[src/hw/axi_pkg.sv]
/*
 * bus protocol types shared by all stages
 *   axi_resp_e  response code on the r and b channels
 *   txn_kind_e  kind of transaction held in a stage
 */
`default_nettype none

package axi_pkg;

	// two-bit response code as on the wire
	typedef enum logic [1:0] {
		OKAY   = 2'b00,
		SLVERR = 2'b10, // device error
		DECERR = 2'b11  // no device at that address
	} axi_resp_e;

	// read or write, latched when a stage takes a request
	typedef enum logic {
		READ  = 1'b0,
		WRITE = 1'b1
	} txn_kind_e;

endpackage

`default_nettype wire

[src/hw/axi_lite_if.sv]
/*
 * five-channel AXI-lite bundle
 *   ar, r, aw, w, b channels with valid/ready
 *   manager and subordinate modports
 */
`default_nettype none

interface axi_lite_if import axi_pkg::*; #(
	parameter int ADDR_W = 32,
	parameter int DATA_W = 32
) ();
	logic [ADDR_W-1:0]   ar_addr; // read address
	logic                ar_valid;
	logic                ar_ready;
	logic [DATA_W-1:0]   r_data;  // read data
	axi_resp_e           r_resp;
	logic                r_valid;
	logic                r_ready;
	logic [ADDR_W-1:0]   aw_addr; // write address
	logic                aw_valid;
	logic                aw_ready;
	logic [DATA_W-1:0]   w_data;  // write data
	logic [DATA_W/8-1:0] w_strb;  // one bit per byte lane
	logic                w_valid;
	logic                w_ready;
	axi_resp_e           b_resp;  // write response
	logic                b_valid;
	logic                b_ready;

	modport manager (
		output ar_addr, ar_valid, r_ready, aw_addr, aw_valid, w_data, w_strb, w_valid, b_ready,
		input  ar_ready, r_data, r_resp, r_valid, aw_ready, w_ready, b_resp, b_valid
	);

	modport subordinate (
		input  ar_addr, ar_valid, r_ready, aw_addr, aw_valid, w_data, w_strb, w_valid, b_ready,
		output ar_ready, r_data, r_resp, r_valid, aw_ready, w_ready, b_resp, b_valid
	);

endinterface

`default_nettype wire

[src/hw/axi_arbiter.sv]
/*
 * request arbiter between instruction fetch and data load/store
 *   priority data write, data read, instruction read
 *   one open transaction, registered onto the shared bus
 *   response returned only to the owning port
 */
`default_nettype none

module axi_arbiter import axi_pkg::*; #(
	parameter int ADDR_W = 32,
	parameter int DATA_W = 32
) (
	input  wire logic                clk,
	input  wire logic                rst,
	// instruction port, read only
	input  wire logic [ADDR_W-1:0]   inst_ar_addr_i,
	input  wire logic                inst_ar_valid_i,
	output logic                     inst_ar_ready_o,
	output logic [DATA_W-1:0]        inst_r_data_o,
	output axi_resp_e                inst_r_resp_o,
	output logic                     inst_r_valid_o,
	input  wire logic                inst_r_ready_i,
	// data port, read side
	input  wire logic [ADDR_W-1:0]   data_ar_addr_i,
	input  wire logic                data_ar_valid_i,
	output logic                     data_ar_ready_o,
	output logic [DATA_W-1:0]        data_r_data_o,
	output axi_resp_e                data_r_resp_o,
	output logic                     data_r_valid_o,
	input  wire logic                data_r_ready_i,
	// data port, write side
	input  wire logic [ADDR_W-1:0]   data_aw_addr_i,
	input  wire logic                data_aw_valid_i,
	output logic                     data_aw_ready_o,
	input  wire logic [DATA_W-1:0]   data_w_data_i,
	input  wire logic [DATA_W/8-1:0] data_w_strb_i,
	input  wire logic                data_w_valid_i,
	output logic                     data_w_ready_o,
	output axi_resp_e                data_b_resp_o,
	output logic                     data_b_valid_o,
	input  wire logic                data_b_ready_i,
	axi_lite_if.manager              bus_o
);
	typedef enum logic [1:0] {ARB_IDLE, ARB_ISSUE, ARB_WAIT, ARB_RESP} arb_state_e;

	arb_state_e          state_q;
	logic                owner_data_q; // set: data port owns the transaction
	txn_kind_e           kind_q;
	logic [ADDR_W-1:0]   addr_q;
	logic [DATA_W-1:0]   wdata_q;
	logic [DATA_W/8-1:0] strb_q;
	logic [DATA_W-1:0]   rdata_q;
	axi_resp_e           resp_q;
	logic                grant_wr;
	logic                grant_dr;
	logic                grant_ir;
	logic                accept;
	logic                issue_done;
	logic                resp_in;
	logic                resp_done;

	// combinational grant, only while idle
	assign grant_wr = (state_q == ARB_IDLE) && data_aw_valid_i && data_w_valid_i;
	assign grant_dr = (state_q == ARB_IDLE) && !grant_wr && data_ar_valid_i;
	assign grant_ir = (state_q == ARB_IDLE) && !grant_wr && !data_ar_valid_i && inst_ar_valid_i;
	assign accept   = grant_wr || grant_dr || grant_ir;

	assign data_aw_ready_o = grant_wr; // aw and w taken together
	assign data_w_ready_o  = grant_wr;
	assign data_ar_ready_o = grant_dr;
	assign inst_ar_ready_o = grant_ir;

	// registered request onto the shared bus
	assign bus_o.ar_addr  = addr_q;
	assign bus_o.aw_addr  = addr_q;
	assign bus_o.w_data   = wdata_q;
	assign bus_o.w_strb   = strb_q;
	assign bus_o.ar_valid = (state_q == ARB_ISSUE) && (kind_q == READ);
	assign bus_o.aw_valid = (state_q == ARB_ISSUE) && (kind_q == WRITE);
	assign bus_o.w_valid  = bus_o.aw_valid;
	assign bus_o.r_ready  = (state_q == ARB_WAIT);
	assign bus_o.b_ready  = (state_q == ARB_WAIT);

	assign issue_done = (bus_o.ar_valid && bus_o.ar_ready) ||
		(bus_o.aw_valid && bus_o.aw_ready && bus_o.w_ready);
	assign resp_in = (state_q == ARB_WAIT) &&
		((kind_q == READ) ? bus_o.r_valid : bus_o.b_valid);

	// response goes to the owner only
	assign inst_r_valid_o = (state_q == ARB_RESP) && !owner_data_q; // inst never writes
	assign data_r_valid_o = (state_q == ARB_RESP) && owner_data_q && (kind_q == READ);
	assign data_b_valid_o = (state_q == ARB_RESP) && (kind_q == WRITE);
	assign inst_r_data_o  = rdata_q;
	assign inst_r_resp_o  = resp_q;
	assign data_r_data_o  = rdata_q;
	assign data_r_resp_o  = resp_q;
	assign data_b_resp_o  = resp_q;

	assign resp_done = (inst_r_valid_o && inst_r_ready_i) ||
		(data_r_valid_o && data_r_ready_i) || (data_b_valid_o && data_b_ready_i);

	always_ff @(posedge clk) begin
		if (rst) begin
			state_q      <= ARB_IDLE;
			owner_data_q <= 1'b0;
			kind_q       <= READ;
		end else begin
			case (state_q)
				ARB_IDLE: begin
					if (accept) begin
						state_q      <= ARB_ISSUE;
						owner_data_q <= grant_wr || grant_dr;
						if (grant_wr)
							kind_q <= WRITE;
						else
							kind_q <= READ;
					end
				end
				ARB_ISSUE: if (issue_done) state_q <= ARB_WAIT;
				ARB_WAIT:  if (resp_in) state_q <= ARB_RESP;
				ARB_RESP:  if (resp_done) state_q <= ARB_IDLE; // back to idle on handoff
				default:   state_q <= ARB_IDLE;
			endcase
		end
	end

	// payload, no reset
	always_ff @(posedge clk) begin
		if (accept) begin
			if (grant_wr)
				addr_q <= data_aw_addr_i;
			else if (grant_dr)
				addr_q <= data_ar_addr_i;
			else
				addr_q <= inst_ar_addr_i;
			wdata_q <= data_w_data_i;
			strb_q  <= grant_wr ? data_w_strb_i : '0;
		end
		if (resp_in) begin
			if (kind_q == READ) begin
				rdata_q <= bus_o.r_data;
				resp_q  <= bus_o.r_resp;
			end else begin
				rdata_q <= '0;
				resp_q  <= bus_o.b_resp;
			end
		end
	end

endmodule

`default_nettype wire

[src/flat_wrapper.sv]
// flat-port wrapper written by rule: the top's interface ports become plain ports
module axi_arbiter_flat import axi_pkg::*;
#(
	parameter int ADDR_W = 32,
	parameter int DATA_W = 32
)
  (clk, rst, inst_ar_addr_i, inst_ar_valid_i, inst_ar_ready_o, inst_r_data_o, inst_r_resp_o, inst_r_valid_o, inst_r_ready_i, data_ar_addr_i, data_ar_valid_i, data_ar_ready_o, data_r_data_o, data_r_resp_o, data_r_valid_o, data_r_ready_i, data_aw_addr_i, data_aw_valid_i, data_aw_ready_o, data_w_data_i, data_w_strb_i, data_w_valid_i, data_w_ready_o, data_b_resp_o, data_b_valid_o, data_b_ready_i, bus_o_ar_addr, bus_o_ar_valid, bus_o_r_ready, bus_o_aw_addr, bus_o_aw_valid, bus_o_w_data, bus_o_w_strb, bus_o_w_valid, bus_o_b_ready, bus_o_ar_ready, bus_o_r_data, bus_o_r_resp, bus_o_r_valid, bus_o_aw_ready, bus_o_w_ready, bus_o_b_resp, bus_o_b_valid);
  axi_lite_if #(.ADDR_W(ADDR_W), .DATA_W(DATA_W)) bus_o_i ();
  input  wire logic clk;
  input  wire logic rst;
  input  wire logic [ADDR_W-1:0] inst_ar_addr_i;
  input  wire logic inst_ar_valid_i;
  output logic inst_ar_ready_o;
  output logic [DATA_W-1:0] inst_r_data_o;
  output axi_resp_e inst_r_resp_o;
  output logic inst_r_valid_o;
  input  wire logic inst_r_ready_i;
  input  wire logic [ADDR_W-1:0] data_ar_addr_i;
  input  wire logic data_ar_valid_i;
  output logic data_ar_ready_o;
  output logic [DATA_W-1:0] data_r_data_o;
  output axi_resp_e data_r_resp_o;
  output logic data_r_valid_o;
  input  wire logic data_r_ready_i;
  input  wire logic [ADDR_W-1:0] data_aw_addr_i;
  input  wire logic data_aw_valid_i;
  output logic data_aw_ready_o;
  input  wire logic [DATA_W-1:0] data_w_data_i;
  input  wire logic [DATA_W/8-1:0] data_w_strb_i;
  input  wire logic data_w_valid_i;
  output logic data_w_ready_o;
  output axi_resp_e data_b_resp_o;
  output logic data_b_valid_o;
  input  wire logic data_b_ready_i;
  output wire logic [$bits(bus_o_i.ar_addr)-1:0] bus_o_ar_addr;
  output wire logic [$bits(bus_o_i.ar_valid)-1:0] bus_o_ar_valid;
  output wire logic [$bits(bus_o_i.r_ready)-1:0] bus_o_r_ready;
  output wire logic [$bits(bus_o_i.aw_addr)-1:0] bus_o_aw_addr;
  output wire logic [$bits(bus_o_i.aw_valid)-1:0] bus_o_aw_valid;
  output wire logic [$bits(bus_o_i.w_data)-1:0] bus_o_w_data;
  output wire logic [$bits(bus_o_i.w_strb)-1:0] bus_o_w_strb;
  output wire logic [$bits(bus_o_i.w_valid)-1:0] bus_o_w_valid;
  output wire logic [$bits(bus_o_i.b_ready)-1:0] bus_o_b_ready;
  input wire logic [$bits(bus_o_i.ar_ready)-1:0] bus_o_ar_ready;
  input wire logic [$bits(bus_o_i.r_data)-1:0] bus_o_r_data;
  input wire logic [$bits(bus_o_i.r_resp)-1:0] bus_o_r_resp;
  input wire logic [$bits(bus_o_i.r_valid)-1:0] bus_o_r_valid;
  input wire logic [$bits(bus_o_i.aw_ready)-1:0] bus_o_aw_ready;
  input wire logic [$bits(bus_o_i.w_ready)-1:0] bus_o_w_ready;
  input wire logic [$bits(bus_o_i.b_resp)-1:0] bus_o_b_resp;
  input wire logic [$bits(bus_o_i.b_valid)-1:0] bus_o_b_valid;
  assign bus_o_ar_addr = bus_o_i.ar_addr;
  assign bus_o_ar_valid = bus_o_i.ar_valid;
  assign bus_o_r_ready = bus_o_i.r_ready;
  assign bus_o_aw_addr = bus_o_i.aw_addr;
  assign bus_o_aw_valid = bus_o_i.aw_valid;
  assign bus_o_w_data = bus_o_i.w_data;
  assign bus_o_w_strb = bus_o_i.w_strb;
  assign bus_o_w_valid = bus_o_i.w_valid;
  assign bus_o_b_ready = bus_o_i.b_ready;
  assign bus_o_i.ar_ready = bus_o_ar_ready;
  assign bus_o_i.r_data = bus_o_r_data;
  assign bus_o_i.r_resp = bus_o_r_resp;
  assign bus_o_i.r_valid = bus_o_r_valid;
  assign bus_o_i.aw_ready = bus_o_aw_ready;
  assign bus_o_i.w_ready = bus_o_w_ready;
  assign bus_o_i.b_resp = bus_o_b_resp;
  assign bus_o_i.b_valid = bus_o_b_valid;
  axi_arbiter #(.ADDR_W(ADDR_W), .DATA_W(DATA_W)) u_core (.clk(clk), .rst(rst), .inst_ar_addr_i(inst_ar_addr_i), .inst_ar_valid_i(inst_ar_valid_i), .inst_ar_ready_o(inst_ar_ready_o), .inst_r_data_o(inst_r_data_o), .inst_r_resp_o(inst_r_resp_o), .inst_r_valid_o(inst_r_valid_o), .inst_r_ready_i(inst_r_ready_i), .data_ar_addr_i(data_ar_addr_i), .data_ar_valid_i(data_ar_valid_i), .data_ar_ready_o(data_ar_ready_o), .data_r_data_o(data_r_data_o), .data_r_resp_o(data_r_resp_o), .data_r_valid_o(data_r_valid_o), .data_r_ready_i(data_r_ready_i), .data_aw_addr_i(data_aw_addr_i), .data_aw_valid_i(data_aw_valid_i), .data_aw_ready_o(data_aw_ready_o), .data_w_data_i(data_w_data_i), .data_w_strb_i(data_w_strb_i), .data_w_valid_i(data_w_valid_i), .data_w_ready_o(data_w_ready_o), .data_b_resp_o(data_b_resp_o), .data_b_valid_o(data_b_valid_o), .data_b_ready_i(data_b_ready_i), .bus_o(bus_o_i));
endmodule
[config.mk]
export PLATFORM = sky130hd
export DESIGN_NAME = axi_arbiter_flat
export DESIGN_NICKNAME = d
export VERILOG_FILES = /design/src/hw/axi_pkg.sv /design/src/hw/axi_lite_if.sv /design/src/hw/axi_arbiter.sv /design/src/flat_wrapper.sv
export SDC_FILE = /design/constraint.sdc
export NUM_CORES = 1
export LEC_CHECK = 0
export BUFFER_PORTS_ARGS = -buffer_cell sky130_fd_sc_hd__buf_2
export CAP_MARGIN = 15
export CELL_PAD_IN_SITES_DETAIL_PLACEMENT = 1
export CELL_PAD_IN_SITES_GLOBAL_PLACEMENT = 1
export CORE_MARGIN = 8
export CORE_UTILIZATION = 30
export DETAILED_ROUTE_END_ITERATION = 8
export PLACE_DENSITY_LB_ADDON = 0.1
export SLEW_MARGIN = 20
export SYNTH_ARGS = -nofsm -noshare
export SYNTH_HDL_FRONTEND = slang
export SYNTH_SLANG_ARGS = --single-unit
[constraint.sdc]
create_clock -name clk -period 6.8 [get_ports clk]
set_input_delay 2.04 -clock clk [delete_from_list [all_inputs] [get_ports clk]]
set_output_delay 2.04 -clock clk [all_outputs]
set_load 0.01 [all_outputs]
# Word-level counts from Yosys, hierarchy flattened

Cells that the tools add are included.

Output and inout port bits: 182
Logic and storage cells: 56
Input port bits: 182
Register bits: 106

Bitwise gates (word level): 1
Eq/ne operators: 7
Multiplexer cells: 10
Reductions and logical operators: 30

Operators with widths:

| operator                                                                | count |
|---|---|
| 32-bit two-way mux                                                      | 2 |
| 1-bit logical AND                                                       | 19 |
| 2-bit two-way mux                                                       | 5 |
| 2-bit by 1-bit inequality test with 1-bit output, second input constant | 4 |
| 2-bit case mux with 4 select lines                                      | 1 |
| 1-bit logical OR                                                        | 5 |
| 2-bit == test, second input constant                                    | 2 |
| 4-bit AND reduction                                                     | 1 |
| 1-bit logical NOT                                                       | 3 |
| 2-bit by 1-bit == test with 1-bit output, second input constant         | 1 |
| 2-bit logical NOT                                                       | 1 |
| 1-bit two-way mux                                                       | 2 |
| 2-bit AND reduction                                                     | 1 |
| 1-bit inverter                                                          | 1 |

# Depth between registers and ports, before layout

Gate-level depths: netlist (run 1).

Depth after elaboration: 10
Depth in mapped cells: 7
Mapped depth without buffers: 6

# Least setup slack after synthesis (run 1)

OpenSTA, ideal clock, no wires.

Path type: input -> output
Start point: in data_aw_valid_i
End point: out data_w_ready_o
Arrival time: 2.578 ns
Buffers on the path: 2
Required time: 4.760 ns
Stages: 4
Path slack: 2.182 ns
Cells stage by stage: nand3_1 > inv_2 > buf_2 > buf_4

Cells in the longest elaborated chain, start to end: 2

Ends and longest elaborated chain:

| what                            | RTL line           | text |
|---|---|---|
| start, declared                 | flat_wrapper.sv:26 | `input wire logic data_aw_valid_i;` |
| 1-bit logical AND (2 in series) | axi_arbiter.sv:63  | `assign grant_wr = (state_q == ARB_IDLE) && data_aw_valid_i && data_w_valid_i;` |
| end, declared                   | flat_wrapper.sv:31 | `output logic data_w_ready_o;` |

No other way between the ends.

# Final worst setup path (run 1)

Start point: in data_aw_valid_i
End point: out inst_ar_ready_o

Cells in the longest elaborated chain, start to end: 6

Ends and longest elaborated chain:

| what                            | RTL line           | text |
|---|---|---|
| 1-bit logical AND (2 in series) | axi_arbiter.sv:63  |  |
| 1-bit logical NOT               | axi_arbiter.sv:65  | `assign grant_ir = (state_q == ARB_IDLE) && !grant_wr && !data_ar_valid_i && inst_ar_valid_i;` |
| 1-bit logical AND (3 in series) | axi_arbiter.sv:65  |  |
| end, declared                   | flat_wrapper.sv:13 | `output logic inst_ar_ready_o;` |

No other way between the ends.

==> metrics.md, run 1 <==
| Metric | Value |
|---|---|
| Status | `complete, no violations` |
| Core box area | `16300 um2` |
| Post-CTS Setup Bufs | `0` |
| Finish-stage setup viols | `0` |
| Hold Vio Cnt, Final | `0` |
| Slew Limit Fails | `0` |
| Root Driver | `clkbuf_16` |
| Finished Layout Cells | `889` |
| Worst vdd ir | `135 uV` |
| Avg WL per Cell | `19.2 um` |
| Die W | `144 um` |
| Yosys cell types | `31` |
| Worst setup path class | `input port to primary output` |
| Nets | `848` |
| # clock sinks | `106` |
| Post-synth EDFFs | `102` |
| Clock Skew | `0.0123 ns` |
| Syn_area_per_cell | `13.4 um2` |
| Chip Height | `144 um` |
| Hold_buf cts | `0` |
| Pwr Density | `380 nW/um2` |
| Area after DPL | `6420 um2` |
| Final WL | `17.1 mm` |
| Synth Register Bits | `106` |
| Vias per std cell | `4.26` |
| Pre-Repair DR Iteration Count | `4` |
| Worst setup margin | `2.20 ns` |
| Die Area | `20900 um2` |
| Crit path max fanout | `3` |
| Antenna violations before repair | `3` |
| Final Critical Period | `4.60 ns` |
| DRC violations left | `0` |
| Pleak | `0.00322 uW` |
| Overall power | `2560 uW` |
| Vias in the first global route | `4277` |
| H-tree depth | `3` |
| Fmax | `0.217 GHz` |
| Design area | `6740 um2` |
| CTS resizes | `0` |
| Area contributors post-synth | `edfxtp_1 62%, buf_4 11%, mux2i_1 7.1%, nor2b_1 4.4%, o21ai_1 2.8%` |
| Syn_nets | `557` |
| CP Capture Type | `primary output` |
| WP data arrival | `2.56 ns` |
| Total Neg Setup Slack | `0 ns` |
| Post-Synthesis Cells | `370` |
| Area growth, synth to finish | `36.1%` |
| Initial core utilization | `30.3%` |
| Post-synth top flop | `edfxtp_1` |
| IO Count | `364` |
| Hold WC Path Type | `flip-flop to flip-flop` |
| Filler instances | `1870` |
| DR iter-0 viols | `128` |
| GPL Wtd Cong | `0.761` |
| Final Cycle Share | `67.7%` |
| Via Count | `3787` |
| Clk pin slew, worst setup/hold paths | `0.07 ns` |
| Post-synth ARST share | `0%` |
| CTS tree | `done` |
| Inst Count DP | `870` |
| Input/output buffers | `363` |
| Global-route wire length before repair | `24.6 mm` |
| Worst-margin pin slew | `0.964 ns` |
| Placement Setup Slack | `2.19 ns` |
| Syn Std Cell Area | `4950 um2` |
| Relative slew margins | `35.6%` |
| RSZ-0062 raised after global routing | `false` |
| Largest area contributor in the netlist | `edfxtp_1` |
| Total CTS buffers | `9` |
| Startpoint type of the worst setup path | `input port` |
| Largest net degree at the start of global routing | `70` |
| Synthesis Warnings | `0` |
| Post-synth top area share | `61.9%` |
| Tot GR Track Use | `15.8%` |
| Sequential fraction of the synthesis area | `63.5%` |
| DP HPWL | `14.2 mm` |
| Data required time of the worst path | `4.76 ns` |
| Gr ovfl total | `0` |
| Number of max-cap violations | `0` |
| Routed Antenna Nets | `0` |
| Row count | `47` |
| Share of layout cells above drive strength 1 | `58.6%` |
| Clk_lat worst skew | `0.34 ns` |
| CTS Buffer Depth | `2` |
cell usage in the layout (no fill, tap or decap), drive strengths merged:
master,instances
buf,367
edfxtp,102
nand2,36
mux2i,35
nor2b,35
o21ai,32
clkbuf,9
inv,8
and2,6
ha,5
nand3,5
clkinv,5
nand2b,4
dfxtp,4
diode,3
mux2,2
nor2,2
and4b,1
a211o,1
and3b,1
o21bai,1
nand3b,1
o2111ai,1
a32oi,1
a21oi,1
a31oi,1
through the flow:
step	hold WS [ns]	util [%]
2_1_floorplan	0.481	-
3_3_place_gp	0.501	39.3
3_5_place_dp	0.523	39.3
4_1_cts	0.533	41.2
5_1_grt	0.570	41.2
6_report	0.525	41.2
worst paths after layout:
check               startpoint                        to  slack, ns  cells after the start
max            data_aw_valid_i           inst_ar_ready_o       2.20                      4
min          u_core.state_q[1]         u_core.state_q[1]       0.53                      2
max reg2reg      u_core.kind_q  u_core.data_r_data_o[24]       4.48                      2
min reg2reg  u_core.state_q[1]         u_core.state_q[1]       0.53                      2
cell usage after synthesis, drive strengths merged (4+ instances only):
cell type and instances:
dfxtp 4, ha 5, o21ai 32, buf 82, nand2 36, and2 6, nor2b 35, nand3 5
mux2i 35, edfxtp 102, clkbuf 5, inv 6, nand2b 4
registers in the layout, indices dropped and copies added, names as in the netlist:
signal / flops
u_core.data_b_resp_o: 2
u_core.bus_o.w_strb: 4
u_core.kind_q: 1
u_core.owner_data_q: 1
u_core.bus_o.ar_addr: 32
u_core.data_r_data_o: 32
u_core.bus_o.w_data: 32
u_core.state_q: 2
worst max-delay path, stage by stage:
cell and delay (ns):
buf_2 0.12, nand2_2 0.09, and4b_1 0.19, buf_2 0.13
logic make-up after synthesis:
logic type / synth area share [%]
buffers and inverters: 13.8
AOI/OAI and AO/OA: 4.15
adders and majority gates: 1.26
DFF: 63.5
and+or+nand+nor: 9.76
muxes: 7.53
layer usage:
| metal | global-route usage (%) | vias up | wire length (um) |
|---|---|---|---|
| met5 | 0 | - | 12 |
| met4 | 5.26 | 2 | 219 |
| met3 | 5.65 | 15 | 1820 |
| met2 | 29.1 | 215 | 9070 |
| met1 | 16.1 | 1750 | 5980 |
| li1 | - | 1805 | - |
cell type report:
cell class,instances,area (um2),share of cell area [%]
Inverter,6,22.5,0.334
Sequential cell,106,3140,46.7
Multi-Input combinational cell,171,1130,16.8
Clock inverter,7,83.8,1.24
Clock buffer,9,225,3.34
Antenna cell,3,7.51,0.111
Tap cell,220,275,4.09
Timing Repair Buffer,367,1850,27.4
power by group:
| part | switching (uW) | internal (uW) |
|---|---|---|
| Clock | 264 | 262 |
| Combinational | 568 | 347 |
| Sequential | 104 | 1010 |
(Power assumes the default switching activity.)
==> run 2, diff against run 1 <==
==> constraint.sdc (replaced) <==
create_clock -name clk -period 4.24 [get_ports clk]
set_input_delay 1.272 -clock clk [delete_from_list [all_inputs] [get_ports clk]]
set_output_delay 1.272 -clock clk [all_outputs]
set_load 0.01 [all_outputs]
==> run 2 against run 1 <==
  * Utilization is essentially flat
  * Sequential share of layout area barely moved
  * First-iteration DRC count up 6.3%
  * Critical endpoint is now data_w_ready_o
==> metrics.md, run 2 (same netlist as run 1, synthesis figures left out) <==
| Metric | Value |
|---|---|
| Final Critical Period | `3.14 ns` |
| Die Area | `20900 um2 (unchanged)` |
| Avg WL per Cell | `19.6 um (was 19.2 um)` |
| Share of layout cells above drive strength 1 | `58.6% (unchanged)` |
| Routed Antenna Nets | `0 (unchanged)` |
| Slew Limit Fails | `0 (unchanged)` |
| Pwr Density | `613 nW/um2 (was 380 nW/um2)` |
| Global-route wire length before repair | `24.2 mm (was 24.6 mm)` |
| Pre-Repair DR Iteration Count | `4 (unchanged)` |
| Total Neg Setup Slack | `0 ns (unchanged)` |
| DP HPWL | `14.3 mm (was 14.2 mm)` |
| Hold_buf cts | `0 (unchanged)` |
| DRC violations left | `0 (unchanged)` |
| RSZ-0062 raised after global routing | `false (unchanged)` |
| Clock Skew | `0.0133 ns (was 0.0123 ns)` |
| Antenna violations before repair | `2 (was 3)` |
| Final WL | `17.4 mm (was 17.1 mm)` |
| Pleak | `0.00322 uW (about the same)` |
| IO Count | `364 (unchanged)` |
| Clk pin slew, worst setup/hold paths | `0.07 ns (about the same)` |
| GPL Wtd Cong | `0.756 (was 0.761)` |
| Most frequent cells in the layout | `363 x buf_2, 102 x edfxtp_1, 35 x mux2i_1, 35 x nand2_1, 34 x nor2b_1 (unchanged)` |
| WP data arrival | `1.87 ns (was 2.56 ns)` |
| Largest net degree at the start of global routing | `62 (was 70)` |
| Worst setup margin | `1.10 ns (was 2.20 ns)` |
| Final Cycle Share | `74.0%` |
| CP Capture Type | `primary output (unchanged)` |
| Crit path max fanout | `12 (was 3)` |
| Hold Vio Cnt, Final | `0 (unchanged)` |
| Clock power frac | `20.3% (was 20.6%)` |
| Input/output buffers | `363 (unchanged)` |
| Total CTS buffers | `9 (unchanged)` |
| CTS resizes | `0 (unchanged)` |
| Number of max-cap violations | `0 (unchanged)` |
| # clock sinks | `106 (unchanged)` |
| Sw frac | `36.6% (about the same)` |
| Vias in the first global route | `4294 (was 4277)` |
| Fmax | `0.319 GHz` |
| Commonest non-fill, non-tap cell in the layout | `buf_2 (unchanged)` |
| Area growth, synth to finish | `36.1% (about the same)` |
| Internal power | `2620 uW (was 1620 uW)` |
| Initial core utilization | `30.3% (unchanged)` |
| Worst vdd ir | `250 uV (was 135 uV)` |
| Flop pwr share | `43.4% (was 43.7%)` |
| Finish-stage setup viols | `0 (unchanged)` |
| Hold WC Path Type | `flip-flop to flip-flop (unchanged)` |
| Via Count | `3807 (was 3787)` |
| Worst setup path class | `input port to primary output (unchanged)` |
| Placement Setup Slack | `1.08 ns (was 2.19 ns)` |
| Vias per std cell | `4.29 (was 4.26)` |
| Data required time of the worst path | `2.97 ns (was 4.76 ns)` |
| Comb pwr share | `36.4% (was 35.8%)` |
| CTS tree | `done (unchanged)` |
| Gr ovfl total | `0 (unchanged)` |
| CTS Buffer Depth | `2 (unchanged)` |
| Worst-margin pin slew | `0.951 ns (was 0.964 ns)` |
| Tot GR Track Use | `15.7% (was 15.8%)` |
| Chip Height | `144 um (unchanged)` |
| Post-CTS Setup Bufs | `0 (unchanged)` |
| Die W | `144 um (unchanged)` |
| Overall power | `4130 uW (was 2560 uW)` |
| Relative slew margins | `36.5% (was 35.6%)` |
| Status | `complete, no violations (unchanged)` |
| Net Switching | `1510 uW (was 936 uW)` |
| Clk_lat worst skew | `0.35 ns (was 0.34 ns)` |
| Core box area | `16300 um2 (unchanged)` |
| Row count | `47 (unchanged)` |
| H-tree depth | `3 (unchanged)` |
| Root Driver | `clkbuf_16 (unchanged)` |
| Startpoint type of the worst setup path | `input port (unchanged)` |
| DR iter-0 viols | `136 (was 128)` |
| Nets | `848 (unchanged)` |
run 2: changes by cell type in the layout (fill, tap and decap cells not counted), sizes merged:
cell | previous run | this run
clkinv | 5 | 3
diode | 3 | 1
inv | 8 | 10
run 2: power by group through the flow:
stage | sequential [uW] | clock, uW | combinational [uW]
floorplan | 1950 | 0 | 868
global placement | 1800 | 0 | 1530
detailed placement | 1810 | 0 | 1540
CTS | 1800 | 872 | 1550
global route | 1830 | 907 | 1630
finish | 1790 | 837 | 1500
run 2: cell type report:
cell class	instances	area [um2]
multi-input cells	171	1130
clock inverters	7	78.8
diodes	1	2.50
flip-flops and latches	106	3140
fillers	1900	9610
inverters	6	22.5
well taps	220	275
clock buffers	9	225
repair buffers	367	1860
run 2: final timing paths:
path                     startpoint                  endpoint  slack (ns)  cells past startpoint
setup / recovery    data_aw_valid_i            data_w_ready_o        1.10                      4
hold / removal    u_core.state_q[1]         u_core.state_q[1]        0.53                      2
setup reg to reg      u_core.kind_q  u_core.data_r_data_o[25]        2.07                      3
hold reg to reg   u_core.state_q[1]         u_core.state_q[1]        0.53                      2
run 2: layer usage:
layer | vias to the layer above | track usage, % | wire [um]
li1 | 1809 | - | -
met1 | 1768 | 15.2 | 5990
met2 | 214 | 29.5 | 9290
met3 | 14 | 6.21 | 1870
met4 | 2 | 5.53 | 195
met5 | - | 0 | 10
run 2: worst max-delay path: stages:
cell and delay (ns):
buf_2 0.11, nand3_1 0.12, inv_2 0.20, buf_2 0.17
run 2: metrics by stage:
stage | area, um2 | utilization (%) | cells | hold WS [ns]
after floorplan | 4950 | - | 370 | 0.481
after global placement | 6430 | 39.3 | 870 | 0.503
after global routing | 6740 | 41.2 | 887 | 0.569
final | 6740 | 41.2 | 887 | 0.529
after detailed placement | 6430 | 39.3 | 870 | 0.526
after CTS | 6740 | 41.2 | 886 | 0.536
==> run 3, diff against run 2 <==
--- a/config.mk
+++ b/config.mk
@@ -5,12 +5,13 @@
 export SDC_FILE = /design/constraint.sdc
 export NUM_CORES = 1
 export LEC_CHECK = 0
+export ABC_AREA = 1
 export BUFFER_PORTS_ARGS = -buffer_cell sky130_fd_sc_hd__buf_2
 export CAP_MARGIN = 15
 export CELL_PAD_IN_SITES_DETAIL_PLACEMENT = 1
 export CELL_PAD_IN_SITES_GLOBAL_PLACEMENT = 1
 export CORE_MARGIN = 8
-export CORE_UTILIZATION = 30
+export CORE_UTILIZATION = 29
 export DETAILED_ROUTE_END_ITERATION = 8
 export PLACE_DENSITY_LB_ADDON = 0.1
 export SLEW_MARGIN = 20
==> constraint.sdc (replaced) <==
create_clock -name clk -period 3.05 [get_ports clk]
set_input_delay 0.915 -clock clk [delete_from_list [all_inputs] [get_ports clk]]
set_output_delay 0.915 -clock clk [all_outputs]
set_load 0.01 [all_outputs]
==> run 3 against run 2 <==
  * Hold slack improved by 0.024 ns
  * Combinational power grew 30%
  * Clock skew down 0.0050 ns
  * Register-to-register slack got worse by 0.99 ns
  * Largest power group unchanged
  * Die area grew 3.7%
  * Critical endpoint is now inst_ar_ready_o
  * Final area up 1.2%
  * Sequential share of layout area is 0.57 points lower
==> metrics.md, run 3 <==
| Metric | Value |
|---|---|
| Adder-cell share of the synthesized area | `1.26% (about the same)` |
| H-tree depth | `3 (unchanged)` |
| Via Count | `4304 (was 3807)` |
| Data required time of the worst path | `2.13 ns (was 2.97 ns)` |
| Hold_buf cts | `0 (unchanged)` |
| Clk_lat worst skew | `0.35 ns (about the same)` |
| Register Area | `3140 um2 (unchanged)` |
| Sequential fraction of the synthesis area | `63.1% (was 63.5%)` |
| Yosys cell types | `22 (was 31)` |
| Area contributors post-synth | `edfxtp_1 61%, buf_4 11%, nand2_1 6.6%, nor2_1 6.0%, inv_1 4.1% (was edfxtp_1 62%, buf_4 11%, mux2i_1 7.1%, nor2b_1 4.4%, o21ai_1 2.8%)` |
| Initial core utilization | `29.2% (was 30.3%)` |
| Fmax | `0.402 GHz` |
| Area growth, synth to finish | `36.8% (was 36.1%)` |
| Die Area | `21600 um2 (was 20900 um2)` |
| Pleak | `0.00343 uW (was 0.00322 uW)` |
| Final WL | `18.3 mm (was 17.4 mm)` |
| Capture point of the worst reg-to-reg path | `u_core.bus_o.ar_addr[28] (was u_core.data_r_data_o[25])` |
| Post-synth EDFFs | `102 (unchanged)` |
| Nets | `952 (was 848)` |
| CTS tree | `done (unchanged)` |
| Final Critical Period | `2.49 ns` |
| Min-Delay Path Depth | `2 (unchanged)` |
| Relative slew margins | `63.4% (was 36.5%)` |
| Largest area contributor in the netlist | `edfxtp_1 (unchanged)` |
| Cell depth of the worst flop-to-flop path | `7 (was 3)` |
| Post-synth ARST share | `0% (unchanged)` |
| Mux contribution to synthesized area | `0% (was 7.53%)` |
| # clock sinks | `106 (unchanged)` |
| Synth Area in XOR/XNOR | `0% (unchanged)` |
| Commonest non-fill, non-tap cell in the layout | `buf_2 (unchanged)` |
| Syn_area_per_cell | `10.6 um2 (was 13.4 um2)` |
| Post-synth top flop | `edfxtp_1 (unchanged)` |
| GPL Wtd Cong | `0.756 (about the same)` |
| Synth Register Bits | `106 (unchanged)` |
| Top-count cell post-synth | `edfxtp_1 (unchanged)` |
| Number of max-cap violations | `0 (unchanged)` |
| Net Switching | `2000 uW (was 1510 uW)` |
| Chip Height | `147 um (was 144 um)` |
| Final Cycle Share | `81.6%` |
| R2R Setup Slk | `1.08 ns (was 2.07 ns)` |
| CP Capture Type | `primary output (unchanged)` |
| Post-synth top area share | `61.4% (was 61.9%)` |
| Core box area | `17100 um2 (was 16300 um2)` |
| Syn_nets | `659 (was 557)` |
| Vias in the first global route | `4682 (was 4294)` |
| IO Count | `364 (unchanged)` |
| Hold WC Path Type | `flip-flop to flip-flop (unchanged)` |
| Slew Limit Fails | `0 (unchanged)` |
| Avg WL per Cell | `18.3 um (was 19.6 um)` |
| Area of the multi-input gates | `1000 um2 (was 1130 um2)` |
| Input/output buffers | `363 (unchanged)` |
| Worst-margin pin slew | `0.549 ns (was 0.951 ns)` |
| Hold path startpoint | `u_core.state_q[0] (was u_core.state_q[1])` |
| Root Driver | `clkbuf_16 (unchanged)` |
| Crit path max fanout | `4 (was 12)` |
| Sw frac | `36.6% (about the same)` |
| CTS resizes | `0 (unchanged)` |
| Critical R2R Launch | `u_core.state_q[0] (was u_core.kind_q)` |
| DR iter-0 viols | `126 (was 136)` |
| Die W | `147 um (was 144 um)` |
| Pre-Repair DR Iteration Count | `4 (unchanged)` |
| Global-route wire length before repair | `27.1 mm (was 24.2 mm)` |
| Clock Skew | `0.00827 ns (was 0.0133 ns)` |
| End of the worst hold path | `u_core.state_q[0] (was u_core.state_q[1])` |
| DRC violations left | `0 (unchanged)` |
| Synthesis Warnings | `0 (unchanged)` |
| Worst setup path class | `flip-flop to primary output (was input port to primary output)` |
| Clock power frac | `20.7% (was 20.3%)` |
| Routed Antenna Nets | `0 (unchanged)` |
| Total CTS buffers | `9 (unchanged)` |
| Main combinational cell family by area after synthesis | `buffers and inverters (unchanged)` |
| Post-CTS Setup Bufs | `0 (unchanged)` |
| CTS Buffer Depth | `2 (unchanged)` |
| Worst vdd ir | `363 uV (was 250 uV)` |
| Post-synthesis compound-gate area fraction | `4.52% (was 4.15%)` |
| Finish-stage setup viols | `0 (unchanged)` |
| Filler instances | `2072 (was 1900)` |
| Top cells by count, synth | `102 x edfxtp_1, 87 x nand2_1, 80 x nor2_1 (was 102 x edfxtp_1, 72 x buf_4, 35 x mux2i_1, 35 x nand2_1, 35 x nor2b_1)` |
| Antenna violations before repair | `4 (was 2)` |
| Worst setup margin | `0.560 ns (was 1.10 ns)` |
| Total Neg Setup Slack | `0 ns (unchanged)` |
| Comb pwr share | `35.7% (was 36.4%)` |
| Pwr Density | `799 nW/um2 (was 613 nW/um2)` |
| Row count | `48 (was 47)` |
| Hold Vio Cnt, Final | `0 (unchanged)` |
| Flop pwr share | `43.6% (was 43.4%)` |
| Clk pin slew, worst setup/hold paths | `0.08 ns (was 0.07 ns)` |
| WP data arrival | `1.58 ns (was 1.87 ns)` |
| Tot GR Track Use | `16.3% (was 15.7%)` |
| Status | `complete, no violations (unchanged)` |
| Largest net degree at the start of global routing | `47 (was 62)` |
| Vias per std cell | `4.32 (was 4.29)` |
| Syn Std Cell Area | `4980 um2 (was 4950 um2)` |
| Startpoint type of the worst setup path | `flip-flop (was input port)` |
| Post-Synthesis Cells | `472 (was 370)` |
| Placement Setup Slack | `0.565 ns (was 1.08 ns)` |
| Internal power | `3460 uW (was 2620 uW)` |
| RSZ-0062 raised after global routing | `false (unchanged)` |
| Share of layout cells above drive strength 1 | `51.4% (was 58.6%)` |
| Simple-gate share of the synthesized area | `14.1% (was 9.76%)` |
| Gr ovfl total | `0 (unchanged)` |
| DP HPWL | `15.0 mm (was 14.3 mm)` |
| Most frequent cells in the layout | `363 x buf_2, 102 x edfxtp_1, 87 x nand2_1 (was 363 x buf_2, 102 x edfxtp_1, 35 x mux2i_1, 35 x nand2_1, 34 x nor2b_1)` |
==> run 3: cell types whose count changed after synthesis, sizes merged, moves of 4 or more <==
cell    previous run  this run
nand2             36        89
and2               6         0
o21ai             32         0
a31oi              1        32
inv                6        57
nand2b             4         0
mux2i             35         0
nor2               2        82
nor2b             35         0
==> run 3: kinds of logic (layout without fill, tap and decap cells) <==
| family | Yosys count | in the layout |
|---|---|---|
| and+or+nand+nor | 179 | 179 |
| buffers and inverters | 146 | 444 |
| DFF | 106 | 106 |
| AOI/OAI and AO/OA | 36 | 36 |
| adders and majority gates | 5 | 5 |
| other | 0 | 2 |
==> run 3: final cells by class <==
type	instances	share of cell area, %
Sequential cell	106	46.1
Timing Repair Buffer	370	27.6
Multi-Input combinational cell	220	14.7
Tap cell	225	4.13
Clock buffer	9	3.30
Inverter	58	3.21
Clock inverter	7	0.917
Antenna cell	2	0.0734
==> run 3: power groups by stage <==
stage               Sequential, uW  Clock (uW)  Combinational, uW
finish                        2380        1130               1950
global route                  2420        1210               2160
CTS                           2390        1180               2010
detailed placement            2410           0               2010
global placement              2400           0               1980
floorplan                     2580           0               1100
==> run 3: worst max-delay path by stage <==
stage / from / end / slack, ns
CTS: u_core.state_q[1] / inst_ar_ready_o / 0.53
global placement: data_aw_valid_i / inst_ar_ready_o / 0.58
finish: u_core.state_q[0] / inst_ar_ready_o / 0.56
detailed placement: data_aw_valid_i / inst_ar_ready_o / 0.56
global route: u_core.state_q[0] / inst_ar_ready_o / 0.43
floorplan: data_aw_valid_i / u_core.bus_o.ar_addr[0] / 0.17
==> run 3: through the flow <==
stage	hold WS [ns]	total power, uW	util (%)	cells	cell area, um2
finish	0.552	5450	40.0	997	6820
floorplan	0.497	3680	-	472	4990
detailed placement	0.538	4420	38.3	979	6530
CTS	0.552	5570	40.0	995	6820
global route	0.586	5790	40.0	997	6820
global placement	0.519	4380	38.3	979	6530
==> run 3: critical path, cell delays in order (launching register included) <==
cell and delay, ns:
dfxtp_1 0.35, inv_1 0.12, ha_1 0.24, inv_2 0.08
nor2_4 0.14, nand3_1 0.11, inv_1 0.06, buf_2 0.12
==> run 3: layer usage <==
layer | GRT usage [%] | vias to the layer above | wire length [um]
li1 | - | 2051 | -
met1 | 15.9 | 2031 | 6540
met2 | 30.5 | 191 | 9780
met3 | 5.91 | 27 | 1500
met4 | 6.63 | 4 | 435
met5 | 0 | - | 22
